`src/ram_writer_defines.svh`:
```
`ifndef RAM_WRITER_DEFINES_SVH
`define RAM_WRITER_DEFINES_SVH

// Stream and memory bus widths
`define RW_AXIS_WIDTH      32
`define RW_AXI_DATA_WIDTH  64
`define RW_AXI_ADDR_WIDTH  32
`define RW_AXI_ID_WIDTH    6
`define RW_AXI_STRB_WIDTH  (`RW_AXI_DATA_WIDTH / 8)

// Fixed INCR burst, 16 beats of 8 bytes
`define RW_BURST_LEN       16
`define RW_BURST_BYTES     (`RW_BURST_LEN * `RW_AXI_STRB_WIDTH)
`define RW_AXI_SIZE        3'd3

// Beat FIFO geometry
`define RW_FIFO_DEPTH      32
`define RW_FIFO_PTR_WIDTH  5
`define RW_FIFO_CNT_WIDTH  6

// Register map
`define RW_LITE_ADDR_WIDTH 5
`define RW_LITE_DATA_WIDTH 32
`define RW_REG_CTRL        5'h00
`define RW_REG_BASE        5'h04
`define RW_REG_SIZE        5'h08
`define RW_REG_PTR         5'h0C
`define RW_REG_ERR         5'h10

`endif

```
`src/ram_writer_pkg.sv`:
```
`include "ram_writer_defines.svh"

package ram_writer_pkg;

  // AXI response codes
  localparam logic [1:0] RESP_OKAY   = 2'b00;
  localparam logic [1:0] RESP_SLVERR = 2'b10;

  typedef struct packed {
    logic [`RW_AXI_ID_WIDTH-1:0]   id;
    logic [`RW_AXI_ADDR_WIDTH-1:0] addr;
    logic [7:0]                    len;
    logic [2:0]                    size;
    logic [1:0]                    burst;
    logic [3:0]                    cache;
    logic [2:0]                    prot;
  } axi_aw_t;

  typedef struct packed {
    logic [`RW_AXI_DATA_WIDTH-1:0] data;
    logic [`RW_AXI_STRB_WIDTH-1:0] strb;
    logic                          last;
  } axi_w_t;

  typedef struct packed {
    logic [`RW_AXI_ID_WIDTH-1:0] id;
    logic [1:0]                  resp;
  } axi_b_t;

  typedef struct packed {
    logic [`RW_LITE_ADDR_WIDTH-1:0] addr;
  } lite_aw_t;

  typedef struct packed {
    logic [`RW_LITE_DATA_WIDTH-1:0]   data;
    logic [`RW_LITE_DATA_WIDTH/8-1:0] strb;
  } lite_w_t;

  typedef struct packed {
    logic [`RW_LITE_ADDR_WIDTH-1:0] addr;
  } lite_ar_t;

  typedef struct packed {
    logic [`RW_LITE_DATA_WIDTH-1:0] data;
    logic [1:0]                     resp;
  } lite_r_t;

  typedef struct packed {
    logic        enable;
    logic [31:0] base;
    logic [31:0] size;  // Ring size in bytes
  } rw_cfg_t;

  typedef struct packed {
    logic [31:0] ptr;  // Offset after last acknowledged burst
    logic [31:0] err_count;
  } rw_status_t;

endpackage

```
`src/axis_pack_fifo.sv`:
```
`timescale 1ns/1ps
`include "ram_writer_defines.svh"

module axis_pack_fifo (
  input  logic                          aclk,
  input  logic                          aresetn,
  input  ram_writer_pkg::rw_cfg_t       cfg,
  input  logic [`RW_AXIS_WIDTH-1:0]     tdata,
  input  logic                          tvalid,
  output logic                          tready,
  output logic [`RW_AXI_DATA_WIDTH-1:0] beat,
  output logic                          beat_valid,
  input  logic                          beat_ready,
  output logic [`RW_FIFO_CNT_WIDTH-1:0] beat_count
);

  logic [`RW_AXIS_WIDTH-1:0]     half_q;      // First word of the pair
  logic                          half_valid;
  logic [`RW_AXI_DATA_WIDTH-1:0] mem [`RW_FIFO_DEPTH];
  logic [`RW_FIFO_PTR_WIDTH-1:0] wr_ptr;
  logic [`RW_FIFO_PTR_WIDTH-1:0] rd_ptr;
  logic [`RW_FIFO_CNT_WIDTH-1:0] count;
  logic                          word_hs;
  logic                          push;
  logic                          pop;

  assign tready     = cfg.enable && (count != `RW_FIFO_CNT_WIDTH'(`RW_FIFO_DEPTH));
  assign word_hs    = tvalid && tready;
  assign push       = word_hs && half_valid;  // Second word completes a beat
  assign pop        = beat_valid && beat_ready;
  assign beat_valid = (count != '0);
  assign beat       = mem[rd_ptr];
  assign beat_count = count;

  always_ff @(posedge aclk)
  begin
    if (push)
    begin
      mem[wr_ptr] <= {tdata, half_q};  // Lower half holds the earlier word
    end
  end

  always_ff @(posedge aclk)
  begin
    if (!aresetn)
    begin
      half_valid <= 1'b0;
      wr_ptr     <= '0;
      rd_ptr     <= '0;
      count      <= '0;
    end
    else
    begin
      if (word_hs)
      begin
        half_valid <= !half_valid;
      end
      if (push)
      begin
        wr_ptr <= wr_ptr + 1'b1;  // Depth is a power of two, wraps naturally
      end
      if (pop)
      begin
        rd_ptr <= rd_ptr + 1'b1;
      end
      count <= count + (push ? 1'b1 : 1'b0) - (pop ? 1'b1 : 1'b0);
    end
  end

  always_ff @(posedge aclk)
  begin
    if (word_hs && !half_valid)
    begin
      half_q <= tdata;
    end
  end

endmodule

```
`src/axis_ram_writer.sv`:
```
`timescale 1ns/1ps
`include "ram_writer_defines.svh"

module axis_ram_writer (
  input  logic                          aclk,
  input  logic                          aresetn,
  input  ram_writer_pkg::rw_cfg_t       cfg,
  input  logic [`RW_AXI_DATA_WIDTH-1:0] beat,
  input  logic                          beat_valid,
  input  logic [`RW_FIFO_CNT_WIDTH-1:0] beat_count,
  output logic                          beat_ready,
  output ram_writer_pkg::axi_aw_t       aw,
  output logic                          awvalid,
  input  logic                          awready,
  output ram_writer_pkg::axi_w_t        w,
  output logic                          wvalid,
  input  logic                          wready,
  input  ram_writer_pkg::axi_b_t        b,
  input  logic                          bvalid,
  output logic                          bready,
  output ram_writer_pkg::rw_status_t    status
);

  import ram_writer_pkg::*;

  typedef enum logic [1:0] {
    IDLE,
    ADDR_DATA,
    RESP
  } state_t;

  state_t      state;
  logic [3:0]  beat_idx;   // Beat number within the burst
  logic        w_active;   // W beats still owed
  logic [31:0] offset;
  logic [31:0] offset_next;
  logic [31:0] ptr;
  logic [31:0] err_count;
  logic        enable_q;
  logic        w_hs;
  logic        w_last_hs;
  logic        aw_done;

  // AW payload is fixed apart from the address
  assign aw.id    = '0;
  assign aw.addr  = cfg.base + offset;
  assign aw.len   = 8'(`RW_BURST_LEN - 1);
  assign aw.size  = `RW_AXI_SIZE;
  assign aw.burst = 2'b01;  // INCR
  assign aw.cache = 4'b0001;
  assign aw.prot  = 3'd0;

  // W beats come straight out of the FIFO
  assign w.data     = beat;
  assign w.strb     = '1;
  assign w.last     = (beat_idx == 4'(`RW_BURST_LEN - 1));
  assign wvalid     = (state == ADDR_DATA) && w_active && beat_valid;
  assign beat_ready = (state == ADDR_DATA) && w_active && wready;
  assign w_hs       = wvalid && wready;
  assign w_last_hs  = w_hs && w.last;
  assign aw_done    = !awvalid || awready;
  assign bready     = (state == RESP);

  assign offset_next = (offset + 32'(`RW_BURST_BYTES) >= cfg.size) ? 32'd0
                                                                    : offset + 32'(`RW_BURST_BYTES);

  assign status.ptr       = ptr;
  assign status.err_count = err_count;

  always_ff @(posedge aclk)
  begin
    if (!aresetn)
    begin
      state     <= IDLE;
      awvalid   <= 1'b0;
      w_active  <= 1'b0;
      beat_idx  <= '0;
      offset    <= '0;
      ptr       <= '0;
      err_count <= '0;
      enable_q  <= 1'b0;
    end
    else
    begin
      enable_q <= cfg.enable;
      case (state)
        IDLE:
        begin
          if (cfg.enable && beat_count >= `RW_FIFO_CNT_WIDTH'(`RW_BURST_LEN))
          begin
            state    <= ADDR_DATA;
            awvalid  <= 1'b1;
            w_active <= 1'b1;
            beat_idx <= '0;
          end
        end
        ADDR_DATA:
        begin
          if (awvalid && awready)
          begin
            awvalid <= 1'b0;
          end
          if (w_hs)
          begin
            beat_idx <= beat_idx + 1'b1;
          end
          if (w_last_hs)
          begin
            w_active <= 1'b0;
          end
          if (aw_done && (!w_active || w_last_hs))
          begin
            state <= RESP;  // Both address and data sent
          end
        end
        RESP:
        begin
          if (bvalid)
          begin
            state  <= IDLE;
            offset <= offset_next;
            ptr    <= offset_next;
            if (b.resp != RESP_OKAY)
            begin
              err_count <= err_count + 1'b1;
            end
          end
        end
        default:
        begin
          state <= IDLE;
        end
      endcase
      // Re-enable restarts the ring from its base
      if (cfg.enable && !enable_q)
      begin
        offset <= '0;
        ptr    <= '0;
      end
    end
  end

endmodule

```
`src/ram_writer_regs.sv`:
```
`timescale 1ns/1ps
`include "ram_writer_defines.svh"

module ram_writer_regs (
  input  logic                        aclk,
  input  logic                        aresetn,
  input  ram_writer_pkg::lite_aw_t    aw,
  input  logic                        awvalid,
  output logic                        awready,
  input  ram_writer_pkg::lite_w_t     w,
  input  logic                        wvalid,
  output logic                        wready,
  output logic [1:0]                  bresp,
  output logic                        bvalid,
  input  logic                        bready,
  input  ram_writer_pkg::lite_ar_t    ar,
  input  logic                        arvalid,
  output logic                        arready,
  output ram_writer_pkg::lite_r_t     r,
  output logic                        rvalid,
  input  logic                        rready,
  output ram_writer_pkg::rw_cfg_t     cfg,
  input  ram_writer_pkg::rw_status_t  status
);

  import ram_writer_pkg::*;

  logic                           wr_hs;
  logic                           rd_hs;
  logic [`RW_LITE_ADDR_WIDTH-1:0] wr_addr;
  logic [`RW_LITE_ADDR_WIDTH-1:0] rd_addr;

  function automatic logic [31:0] apply_strb(input logic [31:0] old_val,
                                             input logic [31:0] new_val,
                                             input logic [3:0]  strb);
    logic [31:0] res;
    res = old_val;
    for (int i = 0; i < 4; i++)
    begin
      if (strb[i])
      begin
        res[8*i +: 8] = new_val[8*i +: 8];
      end
    end
    return res;
  endfunction

  // Address and data are taken in the same cycle
  assign awready = awvalid && wvalid && !bvalid;
  assign wready  = awready;
  assign wr_hs   = awready;
  assign arready = !rvalid;
  assign rd_hs   = arvalid && arready;
  assign wr_addr = {aw.addr[`RW_LITE_ADDR_WIDTH-1:2], 2'b00};  // Word aligned
  assign rd_addr = {ar.addr[`RW_LITE_ADDR_WIDTH-1:2], 2'b00};

  always_ff @(posedge aclk)
  begin
    if (!aresetn)
    begin
      cfg    <= '0;
      bvalid <= 1'b0;
      bresp  <= RESP_OKAY;
      rvalid <= 1'b0;
      r      <= '0;
    end
    else
    begin
      if (bvalid && bready)
      begin
        bvalid <= 1'b0;
      end
      if (wr_hs)
      begin
        bvalid <= 1'b1;
        bresp  <= RESP_OKAY;
        case (wr_addr)
          `RW_REG_CTRL: cfg.enable <= w.strb[0] ? w.data[0] : cfg.enable;
          `RW_REG_BASE: cfg.base   <= apply_strb(cfg.base, w.data, w.strb);
          `RW_REG_SIZE: cfg.size   <= apply_strb(cfg.size, w.data, w.strb);
          default:      bresp      <= RESP_SLVERR;  // Status or unmapped
        endcase
      end
      if (rvalid && rready)
      begin
        rvalid <= 1'b0;
      end
      if (rd_hs)
      begin
        rvalid <= 1'b1;
        r.resp <= RESP_OKAY;
        case (rd_addr)
          `RW_REG_CTRL: r.data <= {31'd0, cfg.enable};
          `RW_REG_BASE: r.data <= cfg.base;
          `RW_REG_SIZE: r.data <= cfg.size;
          `RW_REG_PTR:  r.data <= status.ptr;
          `RW_REG_ERR:  r.data <= status.err_count;
          default:
          begin
            r.data <= '0;
            r.resp <= RESP_SLVERR;
          end
        endcase
      end
    end
  end

endmodule

```
`src/ram_writer_top.sv`:
```
`timescale 1ns/1ps
`include "ram_writer_defines.svh"

module ram_writer_top (
  input  logic                       aclk,
  input  logic                       aresetn,
  input  logic [`RW_AXIS_WIDTH-1:0]  s_axis_tdata,
  input  logic                       s_axis_tvalid,
  output logic                       s_axis_tready,
  output ram_writer_pkg::axi_aw_t    m_axi_aw,
  output logic                       m_axi_awvalid,
  input  logic                       m_axi_awready,
  output ram_writer_pkg::axi_w_t     m_axi_w,
  output logic                       m_axi_wvalid,
  input  logic                       m_axi_wready,
  input  ram_writer_pkg::axi_b_t     m_axi_b,
  input  logic                       m_axi_bvalid,
  output logic                       m_axi_bready,
  input  ram_writer_pkg::lite_aw_t   s_lite_aw,
  input  logic                       s_lite_awvalid,
  output logic                       s_lite_awready,
  input  ram_writer_pkg::lite_w_t    s_lite_w,
  input  logic                       s_lite_wvalid,
  output logic                       s_lite_wready,
  output logic [1:0]                 s_lite_bresp,
  output logic                       s_lite_bvalid,
  input  logic                       s_lite_bready,
  input  ram_writer_pkg::lite_ar_t   s_lite_ar,
  input  logic                       s_lite_arvalid,
  output logic                       s_lite_arready,
  output ram_writer_pkg::lite_r_t    s_lite_r,
  output logic                       s_lite_rvalid,
  input  logic                       s_lite_rready
);

  import ram_writer_pkg::*;

  rw_cfg_t                       cfg;
  rw_status_t                    status;
  logic [`RW_AXI_DATA_WIDTH-1:0] beat;
  logic                          beat_valid;
  logic                          beat_ready;
  logic [`RW_FIFO_CNT_WIDTH-1:0] beat_count;

  axis_pack_fifo axis_pack_fifo_inst (
    .aclk       (aclk),
    .aresetn    (aresetn),
    .cfg        (cfg),
    .tdata      (s_axis_tdata),
    .tvalid     (s_axis_tvalid),
    .tready     (s_axis_tready),
    .beat       (beat),
    .beat_valid (beat_valid),
    .beat_ready (beat_ready),
    .beat_count (beat_count)
  );

  axis_ram_writer axis_ram_writer_inst (
    .aclk       (aclk),
    .aresetn    (aresetn),
    .cfg        (cfg),
    .beat       (beat),
    .beat_valid (beat_valid),
    .beat_count (beat_count),
    .beat_ready (beat_ready),
    .aw         (m_axi_aw),
    .awvalid    (m_axi_awvalid),
    .awready    (m_axi_awready),
    .w          (m_axi_w),
    .wvalid     (m_axi_wvalid),
    .wready     (m_axi_wready),
    .b          (m_axi_b),
    .bvalid     (m_axi_bvalid),
    .bready     (m_axi_bready),
    .status     (status)
  );

  ram_writer_regs ram_writer_regs_inst (
    .aclk    (aclk),
    .aresetn (aresetn),
    .aw      (s_lite_aw),
    .awvalid (s_lite_awvalid),
    .awready (s_lite_awready),
    .w       (s_lite_w),
    .wvalid  (s_lite_wvalid),
    .wready  (s_lite_wready),
    .bresp   (s_lite_bresp),
    .bvalid  (s_lite_bvalid),
    .bready  (s_lite_bready),
    .ar      (s_lite_ar),
    .arvalid (s_lite_arvalid),
    .arready (s_lite_arready),
    .r       (s_lite_r),
    .rvalid  (s_lite_rvalid),
    .rready  (s_lite_rready),
    .cfg     (cfg),
    .status  (status)
  );

endmodule

```
`config.mk`:
```
export PLATFORM = sky130hd
export DESIGN_NAME = ram_writer_top
export DESIGN_NICKNAME = d
export VERILOG_FILES = /design/src/ram_writer_pkg.sv /design/src/axis_pack_fifo.sv /design/src/axis_ram_writer.sv /design/src/ram_writer_regs.sv /design/src/ram_writer_top.sv
export VERILOG_INCLUDE_DIRS = /design/src
export SDC_FILE = /design/constraint.sdc
export NUM_CORES = 2
export LEC_CHECK = 0
export BUFFER_PORTS_ARGS = -buffer_cell sky130_fd_sc_hd__buf_2
export CORE_UTILIZATION = 55
export CTS_CLUSTER_DIAMETER = 80
export DETAILED_ROUTE_END_ITERATION = 12
export HOLD_SLACK_MARGIN = 0.12
export MAX_ROUTING_LAYER = met4
export PLACE_DENSITY = 0.73
export SETUP_SLACK_MARGIN = 0.1
export SLEW_MARGIN = 20
export SYNTH_ARGS = -nofsm -noshare
export SYNTH_HDL_FRONTEND = slang
export SYNTH_SLANG_ARGS = --single-unit
```
`constraint.sdc`:
```
create_clock -name aclk -period 6.65 [get_ports aclk]
set_clock_uncertainty 0.05 [all_clocks]
set_input_delay 0.3325 -clock aclk [delete_from_list [all_inputs] [get_ports aclk]]
set_output_delay 0.3325 -clock aclk [all_outputs]
set_load 0.01 [all_outputs]
```
==> flow_summary.yaml <==
run_status:
  status: "finished clean"
timing:
  rsz0062_at_grt: "false"
  slew_headroom_pct: 23.2
  setup_viol_count_final: 0
  layout_min_cycle_time_ps: 4630
  max_freq_mhz: 216
  hold_viol_final: 0
  whs_ps: 190
  worstMarginPinSlew_ps: 1150
  period_share_pct: 69.7
  slew_viol_final: 0
  fin_tns_setup_ps: 0
place:
  post_dp_cell_area_um2: 93400
  hpwl_um: 110000
  port_buffers: 226
  gp_congestion: 0.831
logic_synthesis:
  synth_top_family_by_area: "multiplexers"
  synth-xor-area-share_pct: 0.813
  synth_area_um2: 89500
  synth_top_area_share_pct: 69.8
  synth-simple-area-share_pct: 2.87
  syn_area_per_cell_um2: 21.1
  ys_ff_latch: 2269
  synthArstFlopShare_pct: 0
  ys_seq_area_share_pct: 74.1
  synth_edf_count: 2080
  synth_compound_area_share_pct: 1.89
  synthTopCellsByCount: "2080 x edfxtp_1, 640 x mux4_2, 189 x dfxtp_1"
  synth_fa_ha_area_share_pct: 0.960
  synthMuxAreaShare_pct: 17.7
  synth_area_leader_cell: "edfxtp_1"
  ys_top_cells_by_area: "edfxtp_1 70%, mux4_2 16%, dfxtp_1 4.2%"
  ys.flop_type: "edfxtp_1"
  syn_inst: 4241
  ys_warn_count: 0
  synthMostInstantiatedCell: "edfxtp_1"
  synthDistinctLibCells: 69
cts:
  clk_pin_slew_ps: 60
  insertion_delay_ps: 870
  cts_buffers: 217
  cts_sinks: 2269
  ctsLongestPathBuffers: 3
  cts-root-buf: "clkbuf_16"
  h-tree-depth: 4
  cts_resized: 0
  cts_tree: "built"
detailed_routing:
  vias: 44500
  drtPass1Iterations: 6
  viasPerCell: 6.36
  wl_um: 215000
  routedWlPerCell_um: 30.8
  drtIter0Drc: 5521
  ant_nets: 0
  drc: 0
grt:
  grt_pass1_wl_um: 309000
  grtUsageTotal_pct: 27.4
  grt_pass1_vias: 44400
  antenna_found_initial: 19
  grt_overflow: 0
  grt_max_degree: 102
power:
  power_density_nw_per_um2: 272
  finalPower_uw: 27500
  ir_drop_mv: 0.284
  p_leak_uw: 0.0313
floorplanning:
  die_x_um: 405
  die_y_um: 405
  io_pins: 273
  core_um2: 161000
  rows: 147
  start_util_pct: 55.6
  die_area_um2: 164000
cells_and_area:
  final_area_um2: 101000
  final_util_pct: 62.9
  syn_to_final_growth_pct: 13.2
  nNetsFinal: 4807
  drive_above_1_share_pct: 28.3
critical_path:
  end_kind: "register"
  worst-path-max-fanout: 16
  start_kind: "register"
  cp.required_ps: 7370
  critPathKind: "register to register"
  crit_arrival_ps: 5350
run:
  maxCapViolations: 0
hold_path:
  hold_class: "input port to register"
-- kinds of logic after synthesis --
| kind of cell | after synthesis |
|---|---|
| muxes | 776 |
| DFF | 2269 |
| xor gates and xnor gates | 83 |
| other | 2 |
| AOI/OAI and AO/OA | 268 |
| adders and majority gates | 68 |
| and+or+nand+nor | 458 |
| buffers and inverters | 317 |
-- cells in the final DEF, fill, tap and decap left out, types with 60 or more instances in the layout --
master,synthesis,layout
a21oi_1,101,101
a22oi_1,63,63
buf_2,45,225
clkbuf_1,143,60
clkbuf_16,0,219
dfxtp_1,189,184
dlygate4sd3_1,0,100
edfxtp_1,2080,2080
ha_1,67,67
mux2_2,65,65
mux2i_1,71,71
mux4_2,640,640
nand2_1,81,81
nor2b_1,112,111
xnor2_1,61,61
-- layout make-up --
cell class                 instances  area (um2)
antenna                           10        25.0
clock buffer                     283        5760
clock inverter                   112        1010
fill                           10700       59700
inverter                          53         199
multi-input combinational       1689       22100
sequential                      2269       66300
tap                             2160        2700
timing repair buffer             412        3160
-- per-layer routing --
layer / global-route usage, % / routed length, um / vias to the layer above / part of all wire, %
met5: - / 0 / - / 0
met4: 7.81 / 6010 / 0 / 2.8
met3: 5.21 / 22200 / 369 / 10
met2: 42.2 / 105000 / 2493 / 49
met1: 37.7 / 82200 / 23300 / 38
li1: - / - / 18300 / -
-- worst paths after layout --
| path | from | end | slack [ps] | cells past startpoint |
|---|---|---|---|---|
| hold reg to reg | axis_ram_writer_inst.beat_idx[1]$_SDFFE_PN0P_ | axis_ram_writer_inst.beat_idx[1]$_SDFFE_PN0P_ | 450 | 2 |
| setup reg to reg | axis_ram_writer_inst.offset[7]$_SDFFE_PP0P_ | axis_ram_writer_inst.offset[9]$_SDFFE_PP0P_ | 2020 | 15 |
| hold / removal | s_lite_w[2] | ram_writer_regs_inst.cfg[49]$_SDFFE_PN0P_ | 190 | 4 |
| setup / recovery | axis_ram_writer_inst.offset[7]$_SDFFE_PP0P_ | axis_ram_writer_inst.offset[9]$_SDFFE_PP0P_ | 2020 | 15 |
-- where the power goes --
part	switching, uW	internal, uW	total [uW]
Clock	5280	6510	11800
Sequential	7.24	15400	15500
Combinational	211	83.8	295
Total	5500	22000	27500
-- registers in the layout, summed over array words and instances, names as in the netlist, named ones only --
name                            flops
ram_writer_regs_inst.bresp          1
axis_ram_writer_inst.offset        25
axis_ram_writer_inst.err_count     32
ram_writer_regs_inst.bvalid         1
axis_ram_writer_inst.state          2
axis_pack_fifo_inst.rd_ptr          5
axis_pack_fifo_inst.half_q         32
axis_ram_writer_inst.beat_idx       4
axis_ram_writer_inst.w_active       1
ram_writer_regs_inst.cfg           65
axis_pack_fifo_inst.mem          2048
axis_pack_fifo_inst.wr_ptr          5
axis_pack_fifo_inst.half_valid      1
ram_writer_regs_inst.rvalid         1
axis_ram_writer_inst.awvalid        1
ram_writer_regs_inst.r             33
axis_ram_writer_inst.enable_q       1
axis_pack_fifo_inst.beat_count      6
-- critical path, cell delays in order (launching register included) --
cell and delay (ps):
dfxtp_1 470, ha_1 280, inv_1 80, nor3_1 680
and3_1 400, nand3_1 120, xnor2_1 210, ha_1 280
a21o_1 200, a21o_1 170, a21oi_1 130, o21ai_0 200
nor3_4 660, buf_4 330, a31oi_1 120, mux2i_1 180
-- repair_timing --
item / CTS / global route
buffers inserted: 0 / 0
hold endpoints to repair: 1185 / 0
hold buffers: 100 / 0
-- stage by stage --
step / instances / worst slack, ps
5_1_grt: 6985 / 1770
2_1_floorplan: 4275 / 1680
6_report: 6988 / 2020
3_5_place_dp: 6479 / 1910
3_3_place_gp: 6478 / 2020
4_1_cts: 6974 / 1880
Note: power is estimated with default switching activity, not from simulation.
